<file path="src/spi_pkg.sv">
`default_nettype none

package spi_pkg;

  // Chip-select lines and the width of their index
  localparam int unsigned CS_NUM   = 4;
  localparam int unsigned CS_IDX_W = 2;

  // Bit-count fields packed into cfg_len_i
  // Command in [7:0], address in [15:8], data in [31:16]
  localparam int unsigned CMD_LEN_W  = 8;
  localparam int unsigned ADDR_LEN_W = 8;
  localparam int unsigned DATA_LEN_W = 16;

  // Command, address, length and dummy words
  localparam int unsigned CFG_W = 32;

  // Divider setting, half period is value plus one system cycles
  localparam int unsigned CLKDIV_W = 8;

  // Transfer phases of the sequencer
  typedef enum logic [3:0] {
    IDLE,
    CMD,
    ADDR,
    DUMMY,
    DATA_TX,
    DATA_RX,
    // Clock stopped, chip select still low
    LAST,
    // Chip select released
    FINISH
  } spi_phase_e;

endpackage

`default_nettype wire
</file>
<file path="src/spi_controller.sv">
`timescale 1ns/1ps
`default_nettype none

module spi_controller #(
  parameter int unsigned DATA_WIDTH = 32,
  parameter int unsigned FIFO_DEPTH = 16
) (
  input  logic                         clk_i,
  input  logic                         rst_ni,
  input  logic [spi_pkg::CLKDIV_W-1:0] cfg_clkdiv_i,
  input  logic                         cfg_cpol_i,
  input  logic [spi_pkg::CFG_W-1:0]    cfg_cmd_i,
  input  logic [spi_pkg::CFG_W-1:0]    cfg_addr_i,
  input  logic [spi_pkg::CFG_W-1:0]    cfg_len_i,
  input  logic [spi_pkg::CFG_W-1:0]    cfg_dummy_i,
  input  logic [spi_pkg::CS_IDX_W-1:0] cfg_cs_idx_i,
  input  logic                         trigger_tx_i,
  input  logic                         trigger_rx_i,
  input  logic                         sw_rst_i,
  output logic                         op_done_o,
  input  logic                         tx_push_i,
  input  logic [DATA_WIDTH-1:0]        tx_data_i,
  input  logic                         rx_pop_i,
  output logic [DATA_WIDTH-1:0]        rx_data_o,
  output logic                         rx_valid_o,
  output logic [$clog2(FIFO_DEPTH):0]  tx_elements_o,
  output logic [$clog2(FIFO_DEPTH):0]  rx_elements_o,
  output logic                         spi_clk_o,
  output logic [spi_pkg::CS_NUM-1:0]   spi_csn_o,
  output logic                         spi_mosi_o,
  input  logic                         spi_miso_i
);

  // TX FIFO to sequencer
  logic                  tx_pop;
  logic                  tx_empty;
  logic [DATA_WIDTH-1:0] tx_head;
  // Sequencer to RX FIFO
  logic                  rx_push;
  logic [DATA_WIDTH-1:0] rx_word;
  logic                  rx_empty;
  // Clock generator handshake
  logic                  run;
  logic                  sample;
  logic                  shift;

  // Software reset empties both queues
  spi_fifo #(
    .payload_t (logic [DATA_WIDTH-1:0]),
    .FIFO_DEPTH(FIFO_DEPTH)
  ) u_tx_fifo (
    .clk_i     (clk_i),
    .rst_ni    (rst_ni),
    .clr_i     (sw_rst_i),
    .push_i    (tx_push_i),
    .wr_data_i (tx_data_i),
    .pop_i     (tx_pop),
    .rd_data_o (tx_head),
    .empty_o   (tx_empty),
    .full_o    (),
    .elements_o(tx_elements_o)
  );

  spi_fifo #(
    .payload_t (logic [DATA_WIDTH-1:0]),
    .FIFO_DEPTH(FIFO_DEPTH)
  ) u_rx_fifo (
    .clk_i     (clk_i),
    .rst_ni    (rst_ni),
    .clr_i     (sw_rst_i),
    .push_i    (rx_push),
    .wr_data_i (rx_word),
    .pop_i     (rx_pop_i),
    .rd_data_o (rx_data_o),
    .empty_o   (rx_empty),
    .full_o    (),
    .elements_o(rx_elements_o)
  );

  assign rx_valid_o = !rx_empty;

  spi_clkgen u_clkgen (
    .clk_i       (clk_i),
    .rst_ni      (rst_ni),
    .run_i       (run),
    .cfg_clkdiv_i(cfg_clkdiv_i),
    .cfg_cpol_i  (cfg_cpol_i),
    .spi_clk_o   (spi_clk_o),
    .sample_o    (sample),
    .shift_o     (shift)
  );

  spi_sequencer #(
    .DATA_WIDTH(DATA_WIDTH)
  ) u_seq (
    .clk_i       (clk_i),
    .rst_ni      (rst_ni),
    .sw_rst_i    (sw_rst_i),
    .trigger_tx_i(trigger_tx_i),
    .trigger_rx_i(trigger_rx_i),
    .cfg_cmd_i   (cfg_cmd_i),
    .cfg_addr_i  (cfg_addr_i),
    .cfg_len_i   (cfg_len_i),
    .cfg_dummy_i (cfg_dummy_i),
    .cfg_cs_idx_i(cfg_cs_idx_i),
    .cfg_cpol_i  (cfg_cpol_i),
    .sample_i    (sample),
    .shift_i     (shift),
    .tx_data_i   (tx_head),
    .tx_empty_i  (tx_empty),
    .spi_miso_i  (spi_miso_i),
    .run_o       (run),
    .tx_pop_o    (tx_pop),
    .rx_push_o   (rx_push),
    .rx_data_o   (rx_word),
    .op_done_o   (op_done_o),
    .spi_csn_o   (spi_csn_o),
    .spi_mosi_o  (spi_mosi_o)
  );

endmodule

`default_nettype wire

</file>
<file path="src/spi_sequencer.sv">
`timescale 1ns/1ps
`default_nettype none

module spi_sequencer #(
  parameter int unsigned DATA_WIDTH = 32
) (
  input  logic                         clk_i,
  input  logic                         rst_ni,
  input  logic                         sw_rst_i,
  input  logic                         trigger_tx_i,
  input  logic                         trigger_rx_i,
  input  logic [spi_pkg::CFG_W-1:0]    cfg_cmd_i,
  input  logic [spi_pkg::CFG_W-1:0]    cfg_addr_i,
  input  logic [spi_pkg::CFG_W-1:0]    cfg_len_i,
  input  logic [spi_pkg::CFG_W-1:0]    cfg_dummy_i,
  input  logic [spi_pkg::CS_IDX_W-1:0] cfg_cs_idx_i,
  input  logic                         cfg_cpol_i,
  input  logic                         sample_i,
  input  logic                         shift_i,
  input  logic [DATA_WIDTH-1:0]        tx_data_i,
  input  logic                         tx_empty_i,
  input  logic                         spi_miso_i,
  output logic                         run_o,
  output logic                         tx_pop_o,
  output logic                         rx_push_o,
  output logic [DATA_WIDTH-1:0]        rx_data_o,
  output logic                         op_done_o,
  output logic [spi_pkg::CS_NUM-1:0]   spi_csn_o,
  output logic                         spi_mosi_o
);

  import spi_pkg::*;

  localparam int unsigned WCNT_W = $clog2(DATA_WIDTH) + 1;
  localparam int unsigned IDX_W  = $clog2(CFG_W);

  spi_phase_e state_q;
  spi_phase_e state_d;
  spi_phase_e data_ph;
  spi_phase_e after_dummy;
  spi_phase_e after_addr;
  spi_phase_e after_cmd;
  spi_phase_e start_ph;
  spi_phase_e phase_next;

  logic [CMD_LEN_W-1:0]  cmd_len;
  logic [ADDR_LEN_W-1:0] addr_len;
  logic [DATA_LEN_W-1:0] data_len;
  logic [CFG_W-1:0]      bit_cnt_q;
  logic [CFG_W-1:0]      bit_cnt_d;
  logic [CFG_W-1:0]      next_len;
  logic [CFG_W-1:0]      bit_idx;
  logic [WCNT_W-1:0]     word_cnt_q;
  logic [WCNT_W-1:0]     word_cnt_d;
  logic [DATA_WIDTH-1:0] shift_q;
  logic [DATA_WIDTH-1:0] shift_d;
  logic [DATA_WIDTH-1:0] rx_next;
  logic                  dir_tx_q;
  logic                  dir_tx_now;
  logic                  first_q;
  logic                  op_done_q;
  logic                  mosi_last_q;
  logic                  active;
  logic                  shift_eff;
  logic                  end_strobe;
  logic                  final_bit;
  logic                  adv;
  logic                  tx_load;

  assign cmd_len  = cfg_len_i[CMD_LEN_W-1:0];
  assign addr_len = cfg_len_i[CMD_LEN_W +: ADDR_LEN_W];
  assign data_len = cfg_len_i[CMD_LEN_W+ADDR_LEN_W +: DATA_LEN_W];

  // Direction follows the trigger while idle and is held afterwards
  assign dir_tx_now = (state_q == IDLE) ? trigger_tx_i : dir_tx_q;
  assign data_ph    = dir_tx_now ? DATA_TX : DATA_RX;

  // Phase chain, zero-length phases fall through
  assign after_dummy = (data_len != '0) ? data_ph : LAST;
  assign after_addr  = (cfg_dummy_i != '0) ? DUMMY : after_dummy;
  assign after_cmd   = (addr_len != '0) ? ADDR : after_addr;
  assign start_ph    = (cmd_len != '0) ? CMD : after_cmd;

  always_comb begin
    case (state_q)
      CMD:     phase_next = after_cmd;
      ADDR:    phase_next = after_addr;
      DUMMY:   phase_next = after_dummy;
      default: phase_next = LAST;
    endcase
  end

  // Bit count of the phase being entered
  always_comb begin
    case (state_d)
      CMD:              next_len = CFG_W'(cmd_len);
      ADDR:             next_len = CFG_W'(addr_len);
      DUMMY:            next_len = cfg_dummy_i;
      DATA_TX, DATA_RX: next_len = CFG_W'(data_len);
      default:          next_len = '0;
    endcase
  end

  assign active = (state_q inside {CMD, ADDR, DUMMY, DATA_TX, DATA_RX});
  // Software reset stops the clock in the same cycle as the abort
  assign run_o  = active && !sw_rst_i;

  // Mode 3 leading edge carries no new bit
  assign shift_eff = shift_i && (!cfg_cpol_i || first_q);
  // Transfer ends on the edge that returns the pad to idle
  assign end_strobe = cfg_cpol_i ? sample_i : shift_i;
  assign final_bit  = (bit_cnt_q == CFG_W'(1)) && (phase_next == LAST);
  assign adv        = active && (final_bit ? end_strobe : shift_eff);

  // Receive bits enter at the LSB, so a partial word ends right-aligned
  assign rx_next   = {shift_q[DATA_WIDTH-2:0], spi_miso_i};
  assign rx_data_o = rx_next;
  assign bit_idx   = bit_cnt_q - 1'b1;

  always_comb begin
    state_d    = state_q;
    bit_cnt_d  = bit_cnt_q;
    word_cnt_d = word_cnt_q;
    shift_d    = shift_q;
    tx_load    = 1'b0;
    tx_pop_o   = 1'b0;
    rx_push_o  = 1'b0;

    case (state_q)
      IDLE: begin
        if (trigger_tx_i || trigger_rx_i) begin
          state_d = start_ph;
        end
      end
      CMD, ADDR, DUMMY, DATA_TX, DATA_RX: begin
        if (adv) begin
          if (bit_cnt_q == CFG_W'(1)) begin
            state_d = phase_next;
          end else begin
            bit_cnt_d = bit_cnt_q - 1'b1;
            // Word boundary refills from the TX FIFO
            if (state_q == DATA_TX) begin
              if (word_cnt_q == WCNT_W'(1)) begin
                tx_load = 1'b1;
              end else begin
                shift_d    = {shift_q[DATA_WIDTH-2:0], 1'b0};
                word_cnt_d = word_cnt_q - 1'b1;
              end
            end
          end
        end
      end
      LAST:    state_d = FINISH;
      FINISH:  state_d = IDLE;
      default: state_d = IDLE;
    endcase

    // Push on a full word or on the last bit of the data phase
    if (state_q == DATA_RX && sample_i) begin
      if (word_cnt_q == WCNT_W'(DATA_WIDTH - 1) || bit_cnt_q == CFG_W'(1)) begin
        rx_push_o  = 1'b1;
        shift_d    = '0;
        word_cnt_d = '0;
      end else begin
        shift_d    = rx_next;
        word_cnt_d = word_cnt_q + 1'b1;
      end
    end

    // Phase entry loads the new bit count
    if (state_d != state_q) begin
      bit_cnt_d = next_len;
      if (state_d == DATA_TX) begin
        tx_load = 1'b1;
      end else if (state_d == DATA_RX) begin
        shift_d    = '0;
        word_cnt_d = '0;
      end
    end

    // Empty FIFO gives a word of zeros
    if (tx_load) begin
      tx_pop_o   = !tx_empty_i;
      shift_d    = tx_empty_i ? '0 : tx_data_i;
      word_cnt_d = WCNT_W'(DATA_WIDTH);
    end
  end

  always_comb begin
    case (state_q)
      CMD:     spi_mosi_o = cfg_cmd_i[bit_idx[IDX_W-1:0]];
      ADDR:    spi_mosi_o = cfg_addr_i[bit_idx[IDX_W-1:0]];
      DATA_TX: spi_mosi_o = shift_q[DATA_WIDTH-1];
      // Mode 3 samples the last bit on the edge into LAST, so it stays on the line
      LAST:    spi_mosi_o = mosi_last_q;
      // Dummy and receive phases hold MOSI low
      default: spi_mosi_o = 1'b0;
    endcase
  end

  // Selected line is low from the first phase through LAST
  always_comb begin
    spi_csn_o = '1;
    if (active || state_q == LAST) begin
      spi_csn_o[cfg_cs_idx_i] = 1'b0;
    end
  end

  always_ff @(posedge clk_i or negedge rst_ni) begin
    if (!rst_ni) begin
      state_q     <= IDLE;
      bit_cnt_q   <= '0;
      word_cnt_q  <= '0;
      dir_tx_q    <= 1'b0;
      first_q     <= 1'b0;
      op_done_q   <= 1'b0;
      mosi_last_q <= 1'b0;
    end else if (sw_rst_i) begin
      state_q   <= IDLE;
      first_q   <= 1'b0;
      op_done_q <= 1'b0;
    end else begin
      state_q     <= state_d;
      bit_cnt_q   <= bit_cnt_d;
      word_cnt_q  <= word_cnt_d;
      dir_tx_q    <= dir_tx_now;
      // Set by the first shift edge, cleared once the clock stops
      first_q     <= active && (first_q || shift_i);
      op_done_q   <= (state_q == FINISH);
      mosi_last_q <= spi_mosi_o;
    end
  end

  always_ff @(posedge clk_i) begin
    shift_q <= shift_d;
  end

  assign op_done_o = op_done_q;

endmodule

`default_nettype wire

</file>
<file path="src/spi_clkgen.sv">
`timescale 1ns/1ps
`default_nettype none

module spi_clkgen (
  input  logic                         clk_i,
  input  logic                         rst_ni,
  input  logic                         run_i,
  input  logic [spi_pkg::CLKDIV_W-1:0] cfg_clkdiv_i,
  input  logic                         cfg_cpol_i,
  output logic                         spi_clk_o,
  output logic                         sample_o,
  output logic                         shift_o
);

  // Half-period counter
  logic [spi_pkg::CLKDIV_W-1:0] cnt_q;
  // Internal clock, starts low at every transfer
  logic                         clk_q;
  // Last count of a half period, the internal clock toggles next cycle
  logic                         tick;

  assign tick = run_i && (cnt_q == cfg_clkdiv_i);

  always_ff @(posedge clk_i or negedge rst_ni) begin
    if (!rst_ni) begin
      cnt_q <= '0;
      clk_q <= 1'b0;
    end else if (!run_i) begin
      // Stopped, pad rests at the idle level
      cnt_q <= '0;
      clk_q <= 1'b0;
    end else if (tick) begin
      cnt_q <= '0;
      clk_q <= ~clk_q;
    end else begin
      cnt_q <= cnt_q + 1'b1;
    end
  end

  // Pad level, inverted for CPOL=1 so it idles high
  assign spi_clk_o = clk_q ^ cfg_cpol_i;

  // Strobes lead the pad edge by one system cycle
  // CPOL=0: internal rise is pad rise, so sample there
  // CPOL=1: internal fall is pad rise, strobes swap
  assign sample_o = tick && (clk_q == cfg_cpol_i);
  assign shift_o  = tick && (clk_q != cfg_cpol_i);

endmodule

`default_nettype wire

</file>
<file path="src/spi_fifo.sv">
`timescale 1ns/1ps
`default_nettype none

module spi_fifo #(
  parameter type         payload_t  = logic [31:0],
  parameter int unsigned FIFO_DEPTH = 16
) (
  input  logic                        clk_i,
  input  logic                        rst_ni,
  input  logic                        clr_i,
  input  logic                        push_i,
  input  payload_t                    wr_data_i,
  input  logic                        pop_i,
  output payload_t                    rd_data_o,
  output logic                        empty_o,
  output logic                        full_o,
  output logic [$clog2(FIFO_DEPTH):0] elements_o
);

  localparam int unsigned PTR_W = $clog2(FIFO_DEPTH);

  // Storage, written only on an accepted push
  payload_t mem_q [FIFO_DEPTH];

  logic [PTR_W-1:0] wr_ptr_q;
  logic [PTR_W-1:0] rd_ptr_q;
  logic [PTR_W:0]   count_q;
  logic             do_push;
  logic             do_pop;

  assign full_o  = (count_q == (PTR_W + 1)'(FIFO_DEPTH));
  assign empty_o = (count_q == '0);

  // Push while full and pop while empty are dropped
  assign do_push = push_i && !full_o;
  assign do_pop  = pop_i && !empty_o;

  always_ff @(posedge clk_i or negedge rst_ni) begin
    if (!rst_ni) begin
      wr_ptr_q <= '0;
      rd_ptr_q <= '0;
      count_q  <= '0;
    end else if (clr_i) begin
      wr_ptr_q <= '0;
      rd_ptr_q <= '0;
      count_q  <= '0;
    end else begin
      // Pointers wrap on their own since depth is a power of two
      if (do_push) begin
        wr_ptr_q <= wr_ptr_q + 1'b1;
      end
      if (do_pop) begin
        rd_ptr_q <= rd_ptr_q + 1'b1;
      end
      // Push and pop together leave the count unchanged
      case ({do_push, do_pop})
        2'b10:   count_q <= count_q + 1'b1;
        2'b01:   count_q <= count_q - 1'b1;
        default: count_q <= count_q;
      endcase
    end
  end

  always_ff @(posedge clk_i) begin
    if (do_push) begin
      mem_q[wr_ptr_q] <= wr_data_i;
    end
  end

  // Head of queue, valid whenever not empty
  assign rd_data_o  = mem_q[rd_ptr_q];
  assign elements_o = count_q;

endmodule

`default_nettype wire

</file>
<file path="config.mk">
export PLATFORM = sky130hd
export DESIGN_NAME = spi_controller
export DESIGN_NICKNAME = d
export VERILOG_FILES = /design/src/spi_pkg.sv /design/src/spi_controller.sv /design/src/spi_sequencer.sv /design/src/spi_clkgen.sv /design/src/spi_fifo.sv
export SDC_FILE = /design/constraint.sdc
export NUM_CORES = 1
export LEC_CHECK = 0
export BUFFER_PORTS_ARGS = -buffer_cell sky130_fd_sc_hd__buf_2
export CAP_MARGIN = 20
export CORE_AREA = 8 8 331 333
export DETAILED_ROUTE_END_ITERATION = 8
export DIE_AREA = 0 0 339 341
export GPL_ROUTABILITY_DRIVEN = 1
export HOLD_SLACK_MARGIN = 0.12
export PLACE_DENSITY = 0.72
export SYNTH_ARGS = -nofsm -noshare
export SYNTH_HDL_FRONTEND = slang
export SYNTH_SLANG_ARGS = --single-unit
export TNS_END_PERCENT = 50
</file>
<file path="constraint.sdc">
create_clock -name clk_i -period 4.5 [get_ports clk_i]
set_input_delay 0.9 -clock clk_i [delete_from_list [all_inputs] [get_ports clk_i]]
set_output_delay 0.9 -clock clk_i [all_outputs]
set_load 0.03 [all_outputs]
</file>
==> results of run 1 <==
[cell usage in the layout (no fill, tap or decap), types with 10 or more instances in the layout]
cell type	netlist	layout
clkinv_2	0	19
a21o_1	13	13
ha_1	21	21
inv_1	20	20
clkbuf_16	0	114
and3_1	16	12
clkbuf_1	92	23
dfrtp_1	81	74
nor4_1	25	25
nand4_1	15	15
o21ai_0	87	86
nand2_1	66	66
o21ai_1	13	13
a31oi_1	10	10
nor2_1	88	88
clkinv_1	0	17
edfxtp_1	1024	1024
a21oi_1	64	63
dfxtp_1	32	32
buf_4	1	129
xnor2_1	20	20
nand3_1	50	50
and2_2	0	28
mux2i_1	81	81
a22oi_1	23	23
bufinv_16	0	10
buf_2	11	227
xor2_1	14	14
nor3_1	35	35
a221oi_1	23	23
mux4_2	308	308
buf_12	0	16
[area by class of cell]
type                    instances  share of cell area [%]
diodes                          7                  0.0325
clock buffers                 146                    5.67
clock inverters                60                    1.09
inverters                      20                   0.139
multi-input cells            1153                    23.4
flip-flops and latches       1137                    61.9
well taps                    1391                    3.22
repair buffers                372                    4.49
[critical path, stage by stage (launching register included)]
cell       delay (ns)
dfrtp_1          0.46
nor4_4           0.47
nand2_1          0.25
nor4_4           0.40
nand4b_1         0.21
a221o_1          0.40
and2_1           0.20
nor4_1           0.34
a21oi_1          0.14
nor3_1           0.15
ha_1             0.30
a21oi_1          0.16
nand3_1          0.10
o2bb2ai_1        0.18
o31ai_1          0.35
[kinds of logic (layout without fill, tap and decap cells)]
logic type / count (synthesis) / after routing
xor+xnor: 34 / 34
other cells: 1 / 8
compound gates: 302 / 302
fa+ha+maj: 22 / 22
simple gates: 396 / 396
mux: 398 / 398
flops: 1137 / 1137
buf+inv: 151 / 598
[through the flow]
stage	setup TNS, ns	hold slack (ns)	util [%]	area (µm²)
detailed placement	-0.0821	0.508	48.2	50300
floorplan	0	0.479	-	46600
global route	0	0.393	51.7	54000
CTS	0	0.378	51.7	54000
global placement	-0.0253	0.490	48.2	50300
finish	0	0.352	51.7	54000
[how the worst max path moves through the flow]
stage / from / to
2_1_floorplan: cfg_clkdiv_i[2] / u_tx_fifo.elements_o[4]
3_3_place_gp: cfg_dummy_i[16] / u_tx_fifo.elements_o[4]
3_5_place_dp: cfg_dummy_i[24] / u_tx_fifo.elements_o[4]
4_1_cts: u_rx_fifo.rd_ptr_q[0] / rx_data_o[18]
5_1_grt: u_seq.bit_cnt_q[24] / u_tx_fifo.elements_o[4]
6_report: u_seq.bit_cnt_q[24] / u_tx_fifo.elements_o[3]
[state kept, by name, indices dropped and copies added, names as in the netlist]
| name | count |
|---|---|
| u_seq.first_q | 1 |
| u_clkgen.clk_q | 1 |
| u_tx_fifo.mem_q | 512 |
| u_rx_fifo.wr_ptr_q | 4 |
| u_rx_fifo.elements_o | 5 |
| u_clkgen.cnt_q | 8 |
| u_rx_fifo.mem_q | 512 |
| u_seq.op_done_o | 1 |
| u_tx_fifo.wr_ptr_q | 4 |
| u_tx_fifo.elements_o | 5 |
| u_seq.state_q | 4 |
| u_seq.dir_tx_q | 1 |
| u_seq.shift_q | 32 |
| u_seq.word_cnt_q | 6 |
| u_rx_fifo.rd_ptr_q | 4 |
| u_seq.bit_cnt_q | 32 |
| u_tx_fifo.rd_ptr_q | 4 |
| u_seq.mosi_last_q | 1 |
[report_power, final]
group          internal, mW  switching (mW)  leakage (nW)
Combinational         0.737           0.980          4.91
Sequential             11.5           0.142          9.52
Clock                  5.36            3.85          1.79
Total                  17.6            4.97          16.2
[routing by layer]
metal / routed length [µm] / part of all wire, %
met5: 69 / 0.061
met3: 7810 / 6.9
met4: 2910 / 2.6
met1: 45400 / 40
met2: 57500 / 51
==> results.py, run 1 <==
metrics = {
    "status": {
        "status": "finished clean",
    },
    "finish": {
        "nets": 2995,
        "nFillCells": 8085,
        "multi_input_comb_area_um2": 12600,
        "area_growth_pct": 15.9,
        "fin_cells": 4286,
        "drive_gt1_share_pct": 31.9,
        "regArea_um2": 33400,
    },
    "place": {
        "dpl.cell_count": 4073,
        "io_buffers": 228,
        "dp.final_hpwl_um": 69800,
        "dp_slack_ns": -0.0821,
        "finalWeightedCongestion": 0.961,
    },
    "clocking": {
        "htreeDepth": 3,
        "clock_path_buffers": 3,
        "tritoncts": "done",
        "cts_buffers": 110,
        "cts_resized": 0,
        "clk_latency_ns": 0.67,
        "cts-root-buf": "clkbuf_16",
        "cts_sinks": 1137,
        "worst_setup_hold_path_clk_slew_ns": 0.07,
        "cts_setup_buffers": 0,
        "ctsHoldBuffers": 0,
    },
    "floorplan": {
        "dieArea_um2": 116000,
        "coreArea_um2": 104000,
        "io_pins": 229,
        "die-height_um": 341,
        "initial_utilization_pct": 44.6,
        "rows": 119,
        "die_x_um": 339,
    },
    "sta": {
        "max_slew.worst_pin.slew_ns": 0.963,
        "setup_viol": 0,
        "rsz0062_at_grt": "no",
        "relSlewSlack_pct": 35.8,
        "max_freq_ghz": 0.236,
        "finClkSkew_ns": 0.0197,
        "maxSlewViolCount": 0,
        "fin_ws_ns": 0.265,
        "min_period_ns": 4.24,
        "finalCritPeriodShare_pct": 94.1,
        "finalHoldViolations": 0,
    },
    "synth": {
        "syn_area_um2": 46600,
        "synth_compound_area_share_pct": 4.19,
        "synth_ff_type": "edfxtp_1",
        "synth-seq-cells": 1137,
        "synth_top_area_cell": "edfxtp_1",
        "synth.distinct_cells": 75,
        "synth_warnings": 0,
        "synth_common_cells": "1024 x edfxtp_1, 308 x mux4_2, 92 x clkbuf_1",
        "ys_seq_area_share_pct": 71.7,
        "synth_edf_count": 1024,
        "synthAdderAreaFrac_pct": 0.607,
        "synthTopCellsByArea": "edfxtp_1 66%, mux4_2 15%, dfrtp_1 4.4%",
        "synth_xor_xnor_area_share_pct": 0.639,
        "synth_async_sr_flop_share_pct": 7.12,
        "synth_top_family_by_area": "multiplexers",
        "synthCells": 2441,
        "yosysTopAreaCellShare_pct": 66.0,
        "synth_nets": 2642,
        "synth.avg_cell_area_um2": 19.1,
        "synth.most_common_cell": "edfxtp_1",
        "muxShareOfSynthArea_pct": 16.9,
        "yosys.area_share.simple_pct": 4.71,
    },
    "worst_setup_path": {
        "path_class": "reg2reg",
        "critical_path_arrival_ns": 4.78,
        "ff2ff_setup_slack_ns": 0.26,
        "worstPathRequired_ns": 5.05,
        "r2r_cells": 14,
        "crit-reg2reg-capture": "u_tx_fifo.elements_o[3]",
        "critPathMaxFanout": 7,
        "setup.worst_path.start_class": "flop",
        "r2r-start": "u_seq.bit_cnt_q[24]",
        "crit_path_end_kind": "flop",
    },
    "detailed_routing": {
        "vias_per_cell": 5.94,
        "routed_wl_um": 114000,
        "firstDrtPassIters": 6,
        "routedWlPerCell_um": 26.5,
        "ant_nets": 0,
        "dr.first_iter.drc_count": 3054,
        "route.detailed.drc": 0,
        "vias": 25400,
    },
    "grt": {
        "grt_max_degree": 69,
        "use_met3_pct": 3.09,
        "antenna_found_initial": 16,
        "gr-usage-met2_pct": 32.8,
        "grt_pass1_wl_um": 169000,
        "overflow": 0,
        "grt_use_total_pct": 19.2,
        "use_met1_pct": 25.7,
        "first_global_vias": 26100,
        "busiest_layer": "met2",
    },
    "power_and_ir_drop": {
        "irDropWorstVdd_mv": 0.329,
        "power.density_nw_per_um2": 419,
        "p_total_mw": 22.6,
        "p_leak_nw": 16.2,
    },
    "worst_hold_path": {
        "worstHoldPathType": "in2async",
    },
    "flow_run": {
        "max_cap_viol_count": 0,
    },
}
Note: power is estimated with default switching activity, not from simulation.
==> inputs of run 2 (changes only) <==
Settings changed: CORE_AREA 8 8 331 333 to 8 8 333 335, DIE_AREA 0 0 339 341 to 0 0 341 343, SKIP_LAST_GASP set to 1, SYNTH_HIERARCHICAL set to 1.
==> run 2 against run 1 <==
Effect of this change: sequential share of layout area fell by 0.34 points; highest routed layer unchanged; critical path type is now reg2out; clock skew rose by 0.0024 ns; maximum frequency fell by 3.1%; largest power group unchanged.
==> results.py, run 2 <==
metrics = {
    "status": {
        "status": "finished clean",
    },
    "sta": {
        "max_slew.worst_pin.slew_ns": 0.966,
        "finalHoldViolations": 0,
        "fin_ws_ns": 0.128,
        "setup_viol": 0,
        "finalCritPeriodShare_pct": 97.1,
        "maxSlewViolCount": 0,
        "whs_ns": 0.276,
        "tns_ns": 0,
        "finClkSkew_ns": 0.0221,
        "max_freq_ghz": 0.229,
        "rsz0062_at_grt": "yes",
        "min_period_ns": 4.37,
        "relSlewSlack_pct": 35.6,
    },
    "clocking": {
        "cts-root-buf": "clkbuf_16",
        "cts_buffers": 110,
        "tritoncts": "done",
        "htreeDepth": 3,
        "clock_path_buffers": 3,
        "worst_setup_hold_path_clk_slew_ns": 0.07,
        "clk_latency_ns": 0.69,
        "cts_sinks": 1137,
        "ctsHoldBuffers": 0,
    },
    "worst_setup_path": {
        "path_class": "reg2out",
        "worst-path-buf-inv": 3,
        "max_stage_delay_ns": 0.48,
        "slowest_stage": "mux4_2",
        "cp_cell_sequence": "inv_1 > ha_1 > buf_4 > mux4_2 > mux4_2 > mux2i_2 > o22ai_1 > nand2_1 > nand2_1 > buf_2",
        "worstPathRequired_ns": 3.60,
        "worstSetupStartpoint": "u_seq/bit_cnt_q[0]",
        "crit_path_end_kind": "output port",
        "critical_path_arrival_ns": 3.47,
        "setup.worst_path.start_class": "flop",
        "critPathMaxFanout": 17,
        "crit_family": "multiplexers",
        "r2r-start": "u_seq/state_q[2]",
    },
    "power_and_ir_drop": {
        "p_leak_nw": 18.8,
        "power.density_nw_per_um2": 423,
        "p_total_mw": 23.0,
        "irDropWorstVdd_mv": 0.335,
    },
    "floorplan": {
        "rows": 120,
        "coreArea_um2": 106000,
        "dieArea_um2": 117000,
        "initial_utilization_pct": 44.6,
        "die_x_um": 341,
        "io_pins": 229,
        "die-height_um": 343,
    },
    "finish": {
        "reg_top3": "u_rx_fifo/mem_q (512), u_tx_fifo/mem_q (512)",
        "area_growth_pct": 15.1,
        "mostFrequentLayoutCell": "edfxtp_1",
        "layout_common_cells": "1024 x edfxtp_1, 340 x mux4_2, 227 x buf_2, 114 x clkbuf_16, 104 x nand2_1",
        "drive_gt1_share_pct": 33.7,
        "nets": 2929,
        "fin_util_pct": 51.3,
        "fin_area_um2": 54300,
        "fin_cells": 4231,
    },
    "grt": {
        "grt_pass1_wl_um": 168000,
        "first_global_vias": 25900,
        "antenna_found_initial": 17,
        "grt_use_total_pct": 19.0,
        "grt_max_degree": 82,
        "overflow": 0,
    },
    "synth": {
        "synth_nets": 2652,
        "synth.avg_cell_area_um2": 19.2,
        "syn_area_um2": 47200,
        "synth_warnings": 6,
        "synthCells": 2453,
    },
    "place": {
        "placed_area_um2": 50600,
        "io_buffers": 228,
        "dp.final_hpwl_um": 68400,
        "finalWeightedCongestion": 0.947,
        "dpl.cell_count": 4020,
        "dp_slack_ns": -0.127,
    },
    "detailed_routing": {
        "route.detailed.drc": 0,
        "dr.first_iter.drc_count": 2538,
        "routed_wl_um": 112000,
        "vias": 24800,
        "vias_per_cell": 5.86,
        "routedWlPerCell_um": 26.5,
        "ant_nets": 0,
        "firstDrtPassIters": 6,
    },
    "flow_run": {
        "max_cap_viol_count": 0,
    },
    "worst_hold_path": {
        "worstHoldPathType": "in2async",
    },
}
run 2: cell type report:
| type | instances | area [µm²] |
|---|---|---|
| Inverter | 29 | 109 |
| Clock inverter | 65 | 666 |
| Timing Repair Buffer | 331 | 2370 |
| Antenna cell | 8 | 20.0 |
| Clock buffer | 137 | 2960 |
| Multi-Input combinational cell | 1121 | 13000 |
| Tap cell | 1403 | 1760 |
| Fill cell | 8228 | 51600 |
| Sequential cell | 1137 | 33400 |
run 2: per-layer routing:
| layer | wire length (µm) | share of wire, % | up-vias | GRT usage [%] |
|---|---|---|---|---|
| met5 | 82 | 0.073 | - | 0 |
| met4 | 3010 | 2.7 | 12 | 5.05 |
| met3 | 8250 | 7.3 | 210 | 4.01 |
| met2 | 57200 | 51 | 975 | 32.6 |
| met1 | 43800 | 39 | 13000 | 24.7 |
| li1 | - | - | 10600 | - |
run 2: path summary, 6_finish.rpt:
path,endpoint,slack [ns],cells past startpoint
max reg2reg,u_tx_fifo/elements_o[4],0.30,19
max in group asynchronous,u_clkgen/cnt_q[4],3.28,2
max,spi_mosi_o,0.13,10
min reg2reg,u_seq/first_q,0.52,1
min,u_seq/bit_cnt_q[1],0.28,1
min in group clk_i,u_seq/bit_cnt_q[23],0.48,2
run 2: worst register-to-register path, stage by stage, from the launching register on:
cell	delay, ns
dfrtp_1	0.49
a21oi_1	0.24
nand2_1	0.17
nor2_4	0.21
inv_1	0.07
nor4_2	0.31
mux2_2	0.20
nand2_1	0.10
or3_4	0.36
a31oi_1	0.24
nand3_2	0.12
o21a_1	0.21
nor2_1	0.18
o211ai_2	0.16
xnor2_1	0.18
ha_1	0.24
o31ai_1	0.22
o21ai_1	0.12
o211a_1	0.14
nor3_1	0.17
run 2: what timing repair did:
action                     CTS  global route
buffers inserted             0             0
resized for setup            0             5
setup endpoints to repair    0             2
run 2: where the power goes:
group,leakage (nW),switching [mW],total [mW],internal [mW]
Combinational,5.16,1.12,2.03,0.905
Sequential,11.9,0.179,11.7,11.5
Clock,1.76,3.82,9.22,5.39
